**src/qla_pkg.sv**
```systemverilog
package qla_pkg;

    // ------------------------------------------------------------------------
    // board geometry and data widths
    // ------------------------------------------------------------------------
    localparam int NUM_AXES = 4;            // motor axes on the board
    localparam int CUR_W    = 16;           // ADC / DAC current word

    typedef logic [15:0]                   addr_t;       // host register address
    typedef logic [31:0]                   data_t;       // host register data
    typedef logic [CUR_W-1:0]              cur_t;        // offset binary current
    typedef logic [CUR_W+1:0]              cur_lim_t;    // 2*|cmd| + margin, no overflow
    typedef logic [NUM_AXES-1:0]           axis_mask_t;  // one bit per axis
    typedef logic [$clog2(NUM_AXES)-1:0]   axis_idx_t;   // zero-based axis number

    localparam cur_t CUR_MIDSCALE = 16'h8000;  // zero current

    // ------------------------------------------------------------------------
    // address map: [15:12] block, [7:4] channel, [3:0] offset
    // ------------------------------------------------------------------------
    localparam logic [3:0] ADDR_MAIN        = 4'h0;  // per-axis register block
    localparam logic [3:0] OFF_ADC_DATA     = 4'h0;  // measured current
    localparam logic [3:0] OFF_DAC_CTRL     = 4'h1;  // commanded current
    localparam logic [3:0] OFF_MOTOR_STATUS = 4'h4;  // amp enable + command

    // channel 1..NUM_AXES inside the main block
    function automatic logic is_axis_addr(addr_t addr);
        return (addr[15:12] == ADDR_MAIN) && (addr[7:4] != 4'd0) &&
               (addr[7:4] <= 4'(NUM_AXES));
    endfunction

    // channel field to axis index, channel 1 is axis 0
    function automatic axis_idx_t addr_axis(addr_t addr);
        return axis_idx_t'(addr[7:4] - 4'd1);
    endfunction

    function automatic logic [3:0] addr_offset(addr_t addr);
        return addr[3:0];
    endfunction

    // ------------------------------------------------------------------------
    // over-current safety check
    // ------------------------------------------------------------------------
    localparam cur_t SAFETY_MARGIN = 16'h0400;    // added to 2*|cmd|
    localparam int   SAFETY_CYCLES = 8;           // consecutive hits before latch

    typedef logic [$clog2(SAFETY_CYCLES)-1:0] safety_cnt_t;

    // ------------------------------------------------------------------------
    // quad DAC serial frame: cmd nibble, address nibble, 16 bit value
    // ------------------------------------------------------------------------
    localparam int         DAC_FRAME_BITS       = 24;
    localparam logic [3:0] DAC_CMD_WRITE_UPDATE = 4'h3;  // write and update channel
    localparam int         DAC_SHIFT_TICKS      = 2 * DAC_FRAME_BITS;  // sclk = sysclk/2
    localparam int         DAC_GAP_CYCLES       = 2;     // csel high between frames

    typedef logic [$clog2(DAC_SHIFT_TICKS)-1:0] dac_tick_t;
    typedef logic [$clog2(DAC_FRAME_BITS)-1:0]  dac_bit_t;

    typedef enum logic [1:0] {
        IDLE,   // waiting for a commit
        LOAD,   // snapshot of all commands
        SHIFT,  // one frame on the wire
        GAP     // csel high between frames
    } dac_state_t;

endpackage

```
**src/axis_channel.sv**
```systemverilog
module axis_channel (
    input  logic           sysclk,
    input  logic           rst,
    input  logic           cmd_we,          // write strobe for this axis
    input  qla_pkg::cur_t  cmd_wdata,
    input  qla_pkg::cur_t  cur_fb,          // measured current from ADC
    input  logic           clear_disable,   // power or amp enable command
    output qla_pkg::cur_t  cur_cmd,         // commanded current
    output logic           amp_disable      // latched over-current trip
);

    import qla_pkg::*;

    cur_t        fb_mag;      // |feedback - midscale|
    cur_t        cmd_mag;     // |command - midscale|
    cur_lim_t    limit;       // trip threshold
    logic        over;        // this cycle is over the limit
    safety_cnt_t over_cnt;    // consecutive over-current cycles

    // ------------------------------------------------------------------------
    // commanded current register
    // ------------------------------------------------------------------------
    always_ff @(posedge sysclk) begin
        if (rst) begin
            cur_cmd <= CUR_MIDSCALE;   // zero current out of reset
        end else if (cmd_we) begin
            cur_cmd <= cmd_wdata;
        end
    end

    // ------------------------------------------------------------------------
    // magnitudes around midscale
    // ------------------------------------------------------------------------
    always_comb begin
        if (cur_fb >= CUR_MIDSCALE) begin
            fb_mag = cur_fb - CUR_MIDSCALE;
        end else begin
            fb_mag = CUR_MIDSCALE - cur_fb;
        end
        if (cur_cmd >= CUR_MIDSCALE) begin
            cmd_mag = cur_cmd - CUR_MIDSCALE;
        end else begin
            cmd_mag = CUR_MIDSCALE - cur_cmd;
        end
    end

    // 2*|cmd| + margin, two extra bits so the sum never wraps
    assign limit = cur_lim_t'({cmd_mag, 1'b0}) + cur_lim_t'(SAFETY_MARGIN);
    assign over  = cur_lim_t'(fb_mag) > limit;    // equal is still fine

    // ------------------------------------------------------------------------
    // consecutive counter and trip latch
    // ------------------------------------------------------------------------
    always_ff @(posedge sysclk) begin
        if (rst || clear_disable) begin
            over_cnt    <= '0;        // clear beats a trip in the same cycle
            amp_disable <= 1'b0;
        end else if (over) begin
            if (over_cnt == safety_cnt_t'(SAFETY_CYCLES - 1)) begin
                amp_disable <= 1'b1;  // trips on the Nth hit in a row
            end else begin
                over_cnt <= over_cnt + 1'b1;
            end
        end else begin
            over_cnt <= '0;           // streak broken
        end
    end

    // once tripped only reset or an enable command may re-arm the amplifier
    a_disable_sticky: assert property (
        @(posedge sysclk)
        $fell(amp_disable) |-> $past(rst || clear_disable)
    ) else $error("amp_disable dropped without rst or clear_disable");

endmodule

```
**src/cmd_write_decode.sv**
```systemverilog
module cmd_write_decode (
    input  logic                 sysclk,
    input  logic                 rst,
    input  logic                 reg_wen,     // single cycle host write
    input  logic                 blk_wen,     // last write of a block
    input  qla_pkg::addr_t       reg_waddr,
    input  qla_pkg::data_t       reg_wdata,
    input  logic                 dac_busy,    // shifter still sending
    output qla_pkg::axis_mask_t  cmd_we,      // one-hot axis write strobe
    output qla_pkg::cur_t        cmd_wdata,   // shared by all axes
    output logic                 dac_start    // one cycle kick to the shifter
);

    import qla_pkg::*;

    logic dac_hit;      // address is some axis's DAC_CTRL
    logic commit;       // block ends on a DAC write
    logic pending;      // commit waiting for the shifter

    // ------------------------------------------------------------------------
    // address decode
    // ------------------------------------------------------------------------

    // channel 0 (board regs) and channels past NUM_AXES never match
    assign dac_hit = is_axis_addr(reg_waddr) &&
                     (addr_offset(reg_waddr) == OFF_DAC_CTRL);

    always_comb begin
        cmd_we = '0;
        if (reg_wen && dac_hit) begin
            cmd_we[addr_axis(reg_waddr)] = 1'b1;  // channel n -> bit n-1
        end
    end

    assign cmd_wdata = reg_wdata[CUR_W-1:0];  // upper half is don't care

    // ------------------------------------------------------------------------
    // DAC commit request
    // ------------------------------------------------------------------------
    assign commit = reg_wen && blk_wen && dac_hit;

    // fires as soon as the shifter is free
    assign dac_start = pending && !dac_busy;

    always_ff @(posedge sysclk) begin
        if (rst) begin
            pending <= 1'b0;
        end else if (commit) begin
            pending <= 1'b1;      // new commit wins, extra ones just merge
        end else if (dac_start) begin
            pending <= 1'b0;      // handed to the shifter
        end
    end

    // shifter takes the kick at once and holds off further starts
    a_start_taken: assert property (
        @(posedge sysclk) disable iff (rst)
        dac_start |=> dac_busy && !dac_start
    ) else $error("dac_start not taken by the DAC shifter");

endmodule

```
**src/dac_shifter.sv**
```systemverilog
module dac_shifter (
    input  logic                                   sysclk,
    input  logic                                   rst,
    input  logic                                   dac_start,  // commit from decoder
    input  qla_pkg::cur_t [qla_pkg::NUM_AXES-1:0]  cur_cmd,    // live commands
    output logic                                   dac_busy,
    output logic                                   dac_sclk,
    output logic                                   dac_mosi,
    output logic                                   dac_csel    // active low
);

    import qla_pkg::*;

    dac_state_t                   state;
    axis_idx_t                    axis_idx;   // frame being sent
    dac_tick_t                    tick;       // sysclk count within SHIFT or GAP
    cur_t [NUM_AXES-1:0]          snap;       // commands frozen for this set
    logic [DAC_FRAME_BITS-1:0]    frame;
    dac_bit_t                     bit_sel;

    // ------------------------------------------------------------------------
    // sequencer: LOAD, then SHIFT + GAP once per axis
    // ------------------------------------------------------------------------
    always_ff @(posedge sysclk) begin
        if (rst) begin
            state    <= IDLE;
            axis_idx <= '0;
            tick     <= '0;
        end else begin
            case (state)
                IDLE: begin
                    if (dac_start) state <= LOAD;
                end
                LOAD: begin
                    axis_idx <= '0;           // axis 1 goes first
                    tick     <= '0;
                    state    <= SHIFT;
                end
                SHIFT: begin
                    if (tick == dac_tick_t'(DAC_SHIFT_TICKS - 1)) begin
                        tick  <= '0;
                        state <= GAP;
                    end else begin
                        tick <= tick + 1'b1;
                    end
                end
                GAP: begin
                    if (tick == dac_tick_t'(DAC_GAP_CYCLES - 1)) begin
                        tick <= '0;
                        if (axis_idx == axis_idx_t'(NUM_AXES - 1)) begin
                            state <= IDLE;    // busy drops after the last gap
                        end else begin
                            axis_idx <= axis_idx + 1'b1;
                            state    <= SHIFT;
                        end
                    end else begin
                        tick <= tick + 1'b1;
                    end
                end
                default: state <= IDLE;
            endcase
        end
    end

    always_ff @(posedge sysclk) begin
        if (state == LOAD) snap <= cur_cmd;   // later host writes wait for next set
    end

    assign dac_busy = (state != IDLE);

    // cmd nibble, DAC channel, value; MSB first, one bit per sclk period
    assign frame   = {DAC_CMD_WRITE_UPDATE, 4'(axis_idx), snap[axis_idx]};
    assign bit_sel = dac_bit_t'(DAC_FRAME_BITS - 1) - dac_bit_t'(tick >> 1);

    // ------------------------------------------------------------------------
    // pin registers, one cycle behind the sequencer
    // ------------------------------------------------------------------------
    always_ff @(posedge sysclk) begin
        if (rst) begin
            dac_csel <= 1'b1;
            dac_sclk <= 1'b0;
            dac_mosi <= 1'b0;
        end else begin
            dac_csel <= (state != SHIFT);
            dac_sclk <= (state == SHIFT) && tick[0];          // rises mid bit
            dac_mosi <= (state == SHIFT) && frame[bit_sel];   // moves with sclk low
        end
    end

    a_csel_idle: assert property (
        @(posedge sysclk) disable iff (rst)
        !dac_busy |-> dac_csel
    ) else $error("dac_csel low while shifter idle");

    a_sclk_parked: assert property (
        @(posedge sysclk) disable iff (rst)
        dac_csel |-> !dac_sclk
    ) else $error("dac_sclk high outside a frame");

endmodule

```
**src/motor_ctrl_top.sv**
```systemverilog
module motor_ctrl_top (
    input  logic                                   sysclk,
    input  logic                                   rst,
    // host write bus
    input  logic                                   reg_wen,
    input  logic                                   blk_wen,
    input  qla_pkg::addr_t                         reg_waddr,
    input  qla_pkg::data_t                         reg_wdata,
    // host read bus
    input  qla_pkg::addr_t                         reg_raddr,
    output qla_pkg::data_t                         reg_rdata,
    // measured currents, axis 1 in the low slot
    input  qla_pkg::cur_t [qla_pkg::NUM_AXES-1:0]  cur_fb,
    // safety latch clear and status
    input  logic                                   pwr_enable_cmd,
    input  qla_pkg::axis_mask_t                    amp_enable_cmd,
    output qla_pkg::axis_mask_t                    amp_disable,
    // quad DAC serial port
    output logic                                   dac_sclk,
    output logic                                   dac_mosi,
    output logic                                   dac_csel
);

    import qla_pkg::*;

    axis_mask_t           cmd_we;       // per-axis command write
    cur_t                 cmd_wdata;
    logic                 dac_start;
    logic                 dac_busy;
    cur_t [NUM_AXES-1:0]  cur_cmd;      // all commanded currents
    axis_mask_t           clear_disable;

    // ------------------------------------------------------------------------
    // write side
    // ------------------------------------------------------------------------
    cmd_write_decode u_decode (
        .sysclk    (sysclk),
        .rst       (rst),
        .reg_wen   (reg_wen),
        .blk_wen   (blk_wen),
        .reg_waddr (reg_waddr),
        .reg_wdata (reg_wdata),
        .dac_busy  (dac_busy),
        .cmd_we    (cmd_we),
        .cmd_wdata (cmd_wdata),
        .dac_start (dac_start)
    );

    // power enable re-arms every axis, amp enable only its own
    assign clear_disable = amp_enable_cmd | {NUM_AXES{pwr_enable_cmd}};

    for (genvar i = 0; i < NUM_AXES; i++) begin : g_axis
        axis_channel u_chan (
            .sysclk        (sysclk),
            .rst           (rst),
            .cmd_we        (cmd_we[i]),
            .cmd_wdata     (cmd_wdata),
            .cur_fb        (cur_fb[i]),
            .clear_disable (clear_disable[i]),
            .cur_cmd       (cur_cmd[i]),
            .amp_disable   (amp_disable[i])
        );
    end

    // ------------------------------------------------------------------------
    // consumers of the channel state
    // ------------------------------------------------------------------------
    dac_shifter u_dac (
        .sysclk    (sysclk),
        .rst       (rst),
        .dac_start (dac_start),
        .cur_cmd   (cur_cmd),
        .dac_busy  (dac_busy),
        .dac_sclk  (dac_sclk),
        .dac_mosi  (dac_mosi),
        .dac_csel  (dac_csel)
    );

    reg_read_mux u_rd (
        .sysclk      (sysclk),
        .rst         (rst),
        .reg_raddr   (reg_raddr),
        .cur_fb      (cur_fb),
        .cur_cmd     (cur_cmd),
        .amp_disable (amp_disable),
        .reg_rdata   (reg_rdata)
    );

endmodule

```
**src/reg_read_mux.sv**
```systemverilog
module reg_read_mux (
    input  logic                                   sysclk,
    input  logic                                   rst,
    input  qla_pkg::addr_t                         reg_raddr,
    input  qla_pkg::cur_t [qla_pkg::NUM_AXES-1:0]  cur_fb,
    input  qla_pkg::cur_t [qla_pkg::NUM_AXES-1:0]  cur_cmd,
    input  qla_pkg::axis_mask_t                    amp_disable,
    output qla_pkg::data_t                         reg_rdata
);

    import qla_pkg::*;

    axis_idx_t axis;       // addressed axis
    data_t     rd_word;    // next read value

    assign axis = addr_axis(reg_raddr);

    // ------------------------------------------------------------------------
    // per-axis word select
    // ------------------------------------------------------------------------
    always_comb begin
        rd_word = '0;                         // unmapped reads as zero
        if (is_axis_addr(reg_raddr)) begin
            case (addr_offset(reg_raddr))
                OFF_ADC_DATA: begin
                    rd_word = {16'h0000, cur_fb[axis]};
                end
                OFF_DAC_CTRL: begin
                    rd_word = {16'h0000, cur_cmd[axis]};
                end
                OFF_MOTOR_STATUS: begin
                    // bit 28 is amp enabled, the inverse of the trip latch
                    rd_word = {3'b000, ~amp_disable[axis], 12'h000, cur_cmd[axis]};
                end
                default: rd_word = '0;
            endcase
        end
    end

    always_ff @(posedge sysclk) begin
        if (rst) begin
            reg_rdata <= '0;
        end else begin
            reg_rdata <= rd_word;             // valid one edge after raddr
        end
    end

endmodule

```
**config.mk**
```make
export PLATFORM = sky130hd
export DESIGN_NAME = motor_ctrl_top
export DESIGN_NICKNAME = d
export VERILOG_FILES = /design/src/qla_pkg.sv /design/src/axis_channel.sv /design/src/cmd_write_decode.sv /design/src/dac_shifter.sv /design/src/motor_ctrl_top.sv /design/src/reg_read_mux.sv
export SDC_FILE = /design/constraint.sdc
export NUM_CORES = 1
export LEC_CHECK = 0
export BUFFER_PORTS_ARGS = -buffer_cell sky130_fd_sc_hd__buf_2
export CAP_MARGIN = 40
export CELL_PAD_IN_SITES_DETAIL_PLACEMENT = 1
export CELL_PAD_IN_SITES_GLOBAL_PLACEMENT = 2
export CORE_UTILIZATION = 37
export CTS_CLUSTER_SIZE = 28
export DETAILED_ROUTE_END_ITERATION = 10
export GPL_TIMING_DRIVEN = 1
export PLACE_DENSITY = 0.9
export SLEW_MARGIN = 20
export SYNTH_ARGS = -nofsm -noshare
export SYNTH_HDL_FRONTEND = slang
export SYNTH_SLANG_ARGS = --single-unit
export TNS_END_PERCENT = 5
```
**constraint.sdc**
```tcl
create_clock -name sysclk -period 5 [get_ports sysclk]
set_input_delay 0 -clock sysclk [delete_from_list [all_inputs] [get_ports sysclk]]
set_output_delay 0 -clock sysclk [all_outputs]
set_load 0.005 [all_outputs]
```
# Yosys cells after proc, flatten, opt, wreduce, memory -nomap -nowiden
# Cells that the tools add are included.
[op_classes] reduce_logical=38 eq_ne=18 n_lt_le_gt_ge=19 muxes=35 bitwise=7 addsub=29
[ops] cell="16-bit two-way mux" count=11
[ops] cell="16-bit >= comparator, second input constant" count=8
[ops] cell="16-bit subtractor, first input constant" count=8
[ops] cell="16-bit subtractor, second input constant" count=8
[ops] cell="16-bit binary-select mux with 2-bit select" count=3
[ops] cell="29-bit case mux with 3 select lines" count=1
[ops] cell="17-bit by 11-bit adder with 18-bit output, second input constant" count=4
[ops] cell="16-bit by 18-bit > comparator with 1-bit output" count=4
[ops] cell="6-bit case mux with 3 select lines" count=1
[ops] cell="3-bit by 1-bit adder with 3-bit output, second input constant" count=4
[ops] cell="3-bit == test, second input constant" count=4
[ops] cell="1-bit logical AND" count=12
[ops] cell="4-bit zero test" count=3
[ops] cell="2-bit two-way mux" count=6
[ops] cell="6-bit two-way mux" count=2
[ops] cell="2-bit OR reduction" count=5
[ops] cell="2-bit by 3-bit < comparator with 1-bit output, second input constant" count=3
[ops] cell="4-bit by 1-bit == test with 1-bit output, second input constant" count=2
[ops] cell="4-bit by 3-bit <= comparator with 1-bit output, second input constant" count=2
[ops] cell="2-bit case mux with 4 select lines" count=1
[ops] cell="2-bit AND reduction" count=4
[ops] cell="4-bit nonzero test" count=2
[ops] cell="6-bit by 1-bit adder with 6-bit output, second input constant" count=1
[ops] cell="2-bit == test, second input constant" count=3
[ops] cell="25 further kinds" count=44
[totals] elab_cells=170 ff_bits=190 output_inout_bits=39 input_bits=137

# Depth between registers and ports, before layout
# Gate-level depths: netlist of run 1.
[depth] depth_word=6 mapped_depth=17 ltp_nobuf=17

# By module
# From an unflattened synthesis of run 1, not the netlist that was laid out.
[hier_totals] cells_unflattened=1274 area_unflattened_um2=12670.9
[by_module_without_submodules] module="axis_channel at g_axis[0].u_chan ..." seq_area_each_um2=400.4 area_per_inst_um2=1875.5 instances=3 cells_per_inst=227
[by_module_without_submodules] module="dac_shifter" seq_area_each_um2=2182.1 area_per_inst_um2=3233.1 instances=1 cells_per_inst=202
[by_module_without_submodules] module="axis_channel at g_axis[3].u_chan" seq_area_each_um2=400.4 area_per_inst_um2=1893.1 instances=1 cells_per_inst=232
[by_module_without_submodules] module="reg_read_mux" seq_area_each_um2=340.3 area_per_inst_um2=1634.1 instances=1 cells_per_inst=122
[by_module_without_submodules] module="cmd_write_decode" seq_area_each_um2=20.0 area_per_inst_um2=259.0 instances=1 cells_per_inst=33
[by_module_without_submodules] module="motor_ctrl_top" seq_area_each_um2=0.0 area_per_inst_um2=25.0 instances=1 cells_per_inst=4

# Least setup slack after synthesis of run 1
# Ideal clock, no wire load.
[synth_path] kind="register to register" startpoint="register u_dac.state[0]" endpoint="register u_dac.snap[0] (netlist name), enable pin" setup_ps=495 t_required_ps=4505 period_less_slack_ps=3734 stages_incl_launch_ff=2 n_path_buf=0 arrival_ps=3238 setup_slack_ps=1266 cell_sequence="dfxtp_1 > nor2b_1"
[synth_between] elab_chain_cells=1
[synth_lines] item="start: declaration" line="dac_shifter.sv:14" rtl="dac_state_t state;"
[synth_lines] item="start signal: assignment" line="dac_shifter.sv:26" rtl="state <= IDLE;"
[synth_lines] item="start signal: assignment" line="dac_shifter.sv:32" rtl="if (dac_start) state <= LOAD;"
[synth_lines] item="start signal: assignment" line="dac_shifter.sv:37" rtl="state <= SHIFT;"
[synth_lines] item="2-bit by 1-bit == test with 1-bit output" line="dac_shifter.sv:66" rtl="if (state == LOAD) snap <= cur_cmd;"
[synth_lines] item="end signal: assignment" line="dac_shifter.sv:66"
[synth_lines] item="end: declaration" line="dac_shifter.sv:17" rtl="cur_t [NUM_AXES-1:0] snap;"
# Every way passes these cells.
# A chain may end at the register's enable or synchronous reset.

# Worst setup path after layout of run 1
[layout_path] startpoint="register g_axis[3].u_chan.cur_cmd[0]" endpoint="register g_axis[3].u_chan.over_cnt[2]"
[layout_between] elab_chain_cells=6 elab_cells_between_ends=8 classes_between="add/sub (3); order compare (2); mux (1); bitwise (1); reduce/logical (1)"
[layout_lines] item="start: declaration" line="axis_channel.sv:8" rtl="output qla_pkg::cur_t cur_cmd,"
[layout_lines] item="start signal: assignment" line="axis_channel.sv:27" rtl="cur_cmd <= cmd_wdata;"
[layout_lines] item="16-bit subtractor (tied with other cells)" line="axis_channel.sv:43" rtl="cmd_mag = CUR_MIDSCALE - cur_cmd;"
[layout_lines] item="16-bit two-way mux *" line="axis_channel.sv:40" rtl="if (cur_cmd >= CUR_MIDSCALE) begin"
[layout_lines] item="17-bit by 11-bit adder with 18-bit output *" line="axis_channel.sv:48" rtl="assign limit = cur_lim_t'({cmd_mag, 1'b0}) + cur_lim_t'(SAFETY_MARGIN);"
[layout_lines] item="16-bit by 18-bit > comparator with 1-bit output *" line="axis_channel.sv:49" rtl="assign over = cur_lim_t'(fb_mag) > limit;"
[layout_lines] item="1-bit NOT (no line) *"
[layout_lines] item="2-bit OR reduction (no line) *"
[layout_lines] item="end signal: assignment" line="axis_channel.sv:62" rtl="over_cnt <= over_cnt + 1'b1;"
[layout_lines] item="end: declaration" line="axis_channel.sv:18" rtl="safety_cnt_t over_cnt;"
# Every way passes the cells marked *; elsewhere a longest branch is shown, timed or not.

==> impl_metrics.json, run 1 <==
{
  "floorplan.initialDensity": 0.380,
  "clk-insertion-delay-late_ps": 460,
  "grt_pass1_vias": 10680,
  "avgViaCountPerCell": 5.72,
  "finalCritPeriodShare": 0.816,
  "synth.top_cell.area_share": 0.183,
  "area_leader_netlist": "dfxtp_1",
  "fp-row-count": 65,
  "hp-class": "in2reg",
  "critPathKind": "reg2reg",
  "router_iterations_before_antenna_repair": 5,
  "syn_to_final_growth_pct": 15.8,
  "tritoncts_clock_tree": "yes",
  "core_area_mm2": 0.0320,
  "antenna_cells": 0,
  "cts.root.buffer_cell": "clkbuf_16",
  "worst_setup_path_start_kind": "flip-flop",
  "netlist_instances": 1247,
  "synth.cell_area_mm2": 0.0121,
  "critical_path_peak_fanout": 7,
  "maximum_number_of_pins_on_one_net_before_global_route_repair": 76,
  "yosys_warnings": 0,
  "pin_count": 176,
  "yosys_most_used_dff": "dfxtp_1",
  "dr_total_vias": 10447,
  "drive_gt1_frac": 0.193,
  "worst_setup_hold_path_clk_slew_ps": 80,
  "fin_worst_skew_ps": 16.1,
  "final_hold_violation_count": 0,
  "setup_total_negative_slack_ps": 0,
  "port_buffers": 136,
  "synth-async-reset-ratio": 0,
  "wire_length_of_the_first_global_routing_pass_um": 61700,
  "timing.fmax_mhz": 245,
  "grtUsageTotal": 0.246,
  "dieWidth_um": 183,
  "postPlaceCellArea_mm2": 0.0132,
  "place_hpwl_um": 31200,
  "min_period_ps": 4080,
  "ys_seq_elements": 175,
  "post_synth_main_area_contributors": "dfxtp_1 18%, edfxtp_1 16%, mux4_2 9.5%",
  "pin_slew_with_the_least_headroom_to_its_limit_ps": 912,
  "rr_worst_depth": 16,
  "pwr_density_cell_mw_per_mm2": 233,
  "cts_htree_levels": 4,
  "outcome": "complete, no violations",
  "drc": 0,
  "arrival_ps": 4390,
  "final_design_area_no_fill_mm2": 0.0141,
  "critical_path_capture_point_type": "flip-flop",
  "design.final.nets": 1602,
  "totalWireLength_um": 40900,
  "cellLeakagePower_nw": 5.57,
  "clk_path_buf_depth": 2,
  "synth-edff-count": 64,
  "max_slew_headroom": 0.386,
  "drt-initial-drc-count": 725,
  "route.detailed.wl_per_inst_um": 22.4,
  "ys_seq_area_frac": 0.341,
  "place_congestion": 0.878,
  "grt.overflow.total": 0,
  "cts-buffers-inserted": 17,
  "irDropWorstVdd_mv": 0.214,
  "number_of_distinct_library_cells_after_synthesis": 73,
  "die-height_um": 183,
  "finalMaxSlewViolations": 0,
  "grt_setup_unrepaired": "no",
  "antenna_violations_before_repair": 0,
  "timing.final.setup_violations": 0,
  "hold_path_depth": 4,
  "critPathRequiredTime_ps": 5310,
  "synthesis.area_per_instance_um2": 9.74,
  "design.die.area_mm2": 0.0336,
  "timing.max_cap.violations": 0,
  "cts_sinks": 175,
  "ant_nets": 0
}
==> path summary, 6_finish.rpt <==
kind,from,endpoint,slack [ps]
hold / removal,pwr_enable_cmd,g_axis[3].u_chan.amp_disable,10
hold reg to reg,u_decode.pending,u_decode.pending,470
setup reg to reg,g_axis[3].u_chan.cur_cmd[0],g_axis[3].u_chan.over_cnt[2],920
setup / recovery,g_axis[3].u_chan.cur_cmd[0],g_axis[3].u_chan.over_cnt[2],920
==> area by class of cell <==
cell class / instances / area, µm²
fillers: 3648 / 17900
well taps: 435 / 544
flip-flops and latches: 175 / 4140
clock buffers: 17 / 425
clock inverters: 15 / 179
repair buffers: 181 / 1100
multi-input cells: 950 / 7470
inverters: 54 / 203
==> synth_stat cells, types with 4 or more instances <==
cell type / number
a211oi_1: 5
a21boi_0: 4
a21o_1: 5
a21oi_1: 72
a22oi_1: 17
a31oi_1: 11
and2_1: 4
and3_1: 10
buf_1: 6
buf_2: 13
buf_4: 19
clkbuf_1: 43
dfxtp_1: 111
edfxtp_1: 64
ha_1: 86
inv_1: 54
mux2i_1: 80
mux4_2: 51
nand2_1: 40
nand2b_1: 4
nand3_1: 12
nand4_1: 11
nand4b_1: 5
nor2_1: 192
nor2b_1: 16
nor3_1: 48
nor3b_1: 6
nor4_1: 23
nor4b_1: 9
o21ai_0: 20
o31ai_1: 4
or2_2: 4
or4_1: 6
xnor2_1: 62
xor2_1: 67
==> what timing repair did <==
| item | CTS | global route |
|---|---|---|
| gates resized for setup | 0 | 0 |
| hold endpoints to repair | 70 | 0 |
| hold buffers | 25 | 0 |
| buffers inserted | 0 | 0 |
==> critical path: stages, from the launching register on <==
cell     delay, ps
dfxtp_1        460
inv_1          110
ha_1           210
or4b_2         650
nor3_2         260
nor2_1          90
xor2_1         170
ha_1           200
nor3b_1        280
xor2_1         110
ha_1           310
nand4_1        120
nor4_1         400
nand2_1         80
and3_1         180
o21ai_0        200
nor3_1          90
==> metal layers <==
layer  track usage  routed length [µm]
met1         0.302               16300
met2         0.437               21200
met3        0.0260                1980
met4         0.105                1360
met5             0                   0
==> cell usage in the layout (no fill, tap or decap), types with 5 or more instances in the layout <==
master         synthesis  routed
ha_1                  86      86
nand2_1               40      40
nor3_1                48      48
o21ai_0               20      20
dfxtp_1              111     111
nand4b_1               5       5
mux2i_1               80      80
conb_1                 1      15
nor4b_1                9       7
nor2_1               192     192
edfxtp_1              64      64
a31oi_1               11      11
a21o_1                 5       5
clkbuf_16              0      17
xor2_1                67      67
buf_4                 19      18
nand4_1               11      11
nor2b_1               16      15
nand3_1               12      12
a211oi_1               5       5
a21oi_1               72      72
or4_1                  6       6
inv_1                 54      54
nor3b_1                6       6
dlygate4sd3_1          0      25
and3_1                10      10
a22oi_1               17      17
mux4_2                51      51
buf_2                 13     136
xnor2_1               62      62
inv_8                  0       5
nor4_1                23      22
==> where the power goes <==
group	switching, W	internal, W	leakage [nW]
clock	0.000707	0.000682	0.288
combinational	0.000238	0.000181	3.74
sequential	0.00000715	0.00147	1.54
total	0.000952	0.00233	5.57
==> state kept, by name (all words and copies together), names as in the netlist <==
register                   count
u_dac.snap                    64
u_decode.pending               1
g_axis.u_chan.amp_disable      4
g_axis.u_chan.cur_cmd         64
u_dac.state                    2
u_rd.reg_rdata                17
u_dac.dac_csel                 1
g_axis.u_chan.over_cnt        12
u_dac.axis_idx                 2
u_dac.tick                     6
u_dac.dac_sclk                 1
u_dac.dac_mosi                 1
==> cell families (layout without fill, tap and decap cells) <==
family | after synthesis | count (layout) | share of synthesized area
AO/OA/AOI/OAI | 181 | 181 | 0.101
XOR/XNOR | 129 | 129 | 0.0930
adder cells (fa/ha/maj) | 86 | 86 | 0.0886
buffers and inverters | 136 | 267 | 0.0499
flip-flops | 175 | 175 | 0.341
multiplexers | 131 | 131 | 0.161
other | 1 | 15 | 0.000309
AND/OR/NAND/NOR | 408 | 408 | 0.166
==> metrics by stage <==
step | utilization | std cells | setup WS (ps) | total power, W | hold slack [ps]
6_report | 0.440 | 1827 | 918 | 0.00328 | 10.9
5_1_grt | 0.440 | 1827 | 545 | 0.00340 | 33.3
4_1_cts | 0.439 | 1825 | 944 | 0.00330 | 1.04
3_5_place_dp | 0.412 | 1768 | 984 | 0.00191 | 267
3_3_place_gp | 0.412 | 1768 | 1040 | 0.00189 | 264
2_1_floorplan | - | 1261 | 1270 | 0.00176 | 118
Power figures use the tool's default switching activity.
==> inputs of run 2 (changes only) <==
- ABC_AREA: default -> 1
- CORE_UTILIZATION: 37 -> 33
- PLACE_DENSITY: 0.9 -> 0.89
- clock period: 5 -> 3.9 ns (I/O delays scaled with it)
==> impl_metrics.json, run 2 <==
{
  "number_of_distinct_library_cells_after_synthesis": 55,
  "wire_length_of_the_first_global_routing_pass_um": 71500,
  "grt_setup_unrepaired": "no",
  "router_iterations_before_antenna_repair": 5,
  "worst_setup_hold_path_clk_slew_ps": 80,
  "synthesis.area_per_instance_um2": 7.11,
  "tritoncts_clock_tree": "yes",
  "cts.root.buffer_cell": "clkbuf_16",
  "registers_with_the_most_flip_flops": "g_axis.u_chan.cur_cmd (64), u_dac.snap (64), u_rd.reg_rdata (17)",
  "core_area_mm2": 0.0380,
  "fin_worst_skew_ps": 19.1,
  "routed-wl-met2_um": 21200,
  "floorplan.initialDensity": 0.339,
  "place_hpwl_um": 37300,
  "dieWidth_um": 200,
  "dr.max_layer_used": "met4",
  "cellLeakagePower_nw": 6.76,
  "antenna_cells": 0,
  "multi_input_combinational_cell_area_mm2": 0.00753,
  "post_synth_main_area_contributors": "dfxtp_1 17%, edfxtp_1 15%, nand2_1 12%",
  "synth.top_cell.area_share": 0.173,
  "syn_to_final_growth_pct": 14.7,
  "drt-initial-drc-count": 731,
  "timing.fmax_mhz": 305,
  "synth-async-reset-ratio": 0,
  "critPathRequiredTime_ps": 4300,
  "pwr_density_cell_mw_per_mm2": 365,
  "nFillCells": 4925,
  "fp-row-count": 71,
  "max_slew_headroom": 0.480,
  "critical_path_capture_point_type": "flip-flop",
  "layout_common_cells": "416 x nand2_1, 194 x inv_1, 160 x a21oi_1",
  "final_hold_violation_count": 0,
  "totalWireLength_um": 46900,
  "die-height_um": 200,
  "final_common_cell": "nand2_1",
  "port_buffers": 136,
  "synth-edff-count": 64,
  "yosys_most_used_dff": "dfxtp_1",
  "grt.overflow.total": 0,
  "synthMostInstantiatedCell": "nand2_1",
  "drc": 0,
  "routed-wl-met3_um": 1900,
  "dr_total_vias": 12509,
  "synth.cell_area_mm2": 0.0129,
  "rr_worst_depth": 19,
  "reg2reg_setup_slack_ps": 620,
  "place_congestion": 0.855,
  "critPathKind": "reg2reg",
  "standard_cell_with_the_maximum_stage_delay_on_the_critical_path": "dfxtp_1",
  "netlist_instances": 1810,
  "ys_seq_elements": 175,
  "drive_gt1_frac": 0.139,
  "grt_pass1_vias": 12620,
  "cts_htree_levels": 4,
  "yosys_warnings": 0,
  "maximum_number_of_pins_on_one_net_before_global_route_repair": 70,
  "hp-class": "in2reg",
  "antenna_violations_before_repair": 0,
  "pin_count": 176,
  "yosys-top-cells-count": "416 x nand2_1, 194 x inv_1, 160 x a21oi_1",
  "pin_slew_with_the_least_headroom_to_its_limit_ps": 778,
  "route.detailed.wl_per_inst_um": 19.1,
  "design.die.area_mm2": 0.0398,
  "finalMaxSlewViolations": 0,
  "avgViaCountPerCell": 5.09,
  "register_area_mm2": 0.00414,
  "design.final.nets": 2158,
  "clk_path_buf_depth": 2,
  "worst_setup_path_start_kind": "flip-flop",
  "cts_sinks": 175,
  "hold_path_depth": 5,
  "irDropWorstVdd_mv": 0.307,
  "critPathMaxStageDelay_ps": 410,
  "critical_path_peak_fanout": 4,
  "outcome": "complete, no violations",
  "final_util": 0.388,
  "crit_chain": "inv_1, ha_1, inv_1, nor2_1, nand3_2, nor2_1, a21oi_1, xor2_1, ha_1, nand2_1, nor2_2, xor2_1, ha_1, nand2_1, nor3_1, nand2_1, a21oi_1, nand4_1, nand2_1",
  "timing.max_cap.violations": 0,
  "cts.repair_timing.setup_buffer_count": 0,
  "setup_total_negative_slack_ps": 0,
  "finalCritPeriodShare": 0.841,
  "ys_seq_area_frac": 0.322,
  "clk-insertion-delay-late_ps": 450,
  "arrival_ps": 3680,
  "area_leader_netlist": "dfxtp_1",
  "ant_nets": 0,
  "cts-buffers-inserted": 17,
  "min_period_ps": 3280,
  "wl_met1_um": 22000,
  "grtUsageTotal": 0.240,
  "timing.final.setup_violations": 0,
  "crit_top_cell": "nand2_1"
}
## run 2: changes by cell type after synthesis, moves of 21 or more
| cell | change |
|---|---|
| nor3_1 | -34 |
| inv_1 | +140 |
| a21oi_1 | +88 |
| mux4_2 | -51 |
| nand2_1 | +376 |
| o21ai_0 | +103 |
| nor2_1 | -39 |
| xor2_1 | +21 |
| mux2i_1 | -72 |
| nand3_1 | +88 |
| xnor2_1 | -49 |
## run 2: cell type report
type | instances | area share
clock buffers | 18 | 0.0291
repair buffers | 174 | 0.0701
inverters | 219 | 0.0557
flip-flops and latches | 175 | 0.281
multi-input cells | 1348 | 0.510
clock inverters | 14 | 0.0113
well taps | 511 | 0.0433
## run 2: logic make-up after synthesis
| kind of cell | share of synthesized area |
|---|---|
| multiplexers | 0.00622 |
| flip-flops | 0.322 |
| adder cells (fa/ha/maj) | 0.0836 |
| AND/OR/NAND/NOR | 0.257 |
| AO/OA/AOI/OAI | 0.160 |
| XOR/XNOR | 0.0738 |
| other | 0.000291 |
| buffers and inverters | 0.0978 |
## run 2: path summary, 6_finish.rpt
| kind | start | end |
|---|---|---|
| max | g_axis[0].u_chan.cur_cmd[0] | g_axis[0].u_chan.amp_disable |
| min | cur_fb[53] | u_rd.reg_rdata[5] |
| max reg2reg | g_axis[0].u_chan.cur_cmd[0] | g_axis[0].u_chan.amp_disable |
| min reg2reg | g_axis[2].u_chan.cur_cmd[1] | u_dac.snap[33] |
## run 2: routing by layer
layer | GRT usage | up-vias
li1 | - | 6164
met1 | 0.325 | 5957
met2 | 0.385 | 319
met3 | 0.0245 | 69
met4 | 0.110 | 0
met5 | 0 | -
## run 2: repair_timing
action / CTS / global route
endpoints found under the hold margin: 67 / 0
gates resized for setup: 0 / 0
hold buffers: 25 / 0
## run 2: worst max-delay path: cells and delay by family (launching register included)
kind            cells  cell delay, ps
simple gates       10            1060
fa+ha+maj           3             740
xor+xnor            2             410
flops               1             410
buf+inv             2             190
compound gates      2             410
## run 2: per-stage QoR
stage	area [µm²]	setup slack, ps	total power [W]	instances	hold WS (ps)
after global placement	13900	761	0.00359	2401	259
after floorplan	12900	314	0.00316	1824	124
after global routing	14800	302	0.00567	2459	42.3
final	14800	621	0.00539	2459	11.7
after detailed placement	13900	660	0.00364	2401	263
after CTS	14800	620	0.00542	2458	1.09
## run 2: power by group
part           internal, W  switching [W]
clock network     0.000867       0.000901
registers          0.00212       0.000124
logic             0.000432       0.000940
total              0.00342        0.00197
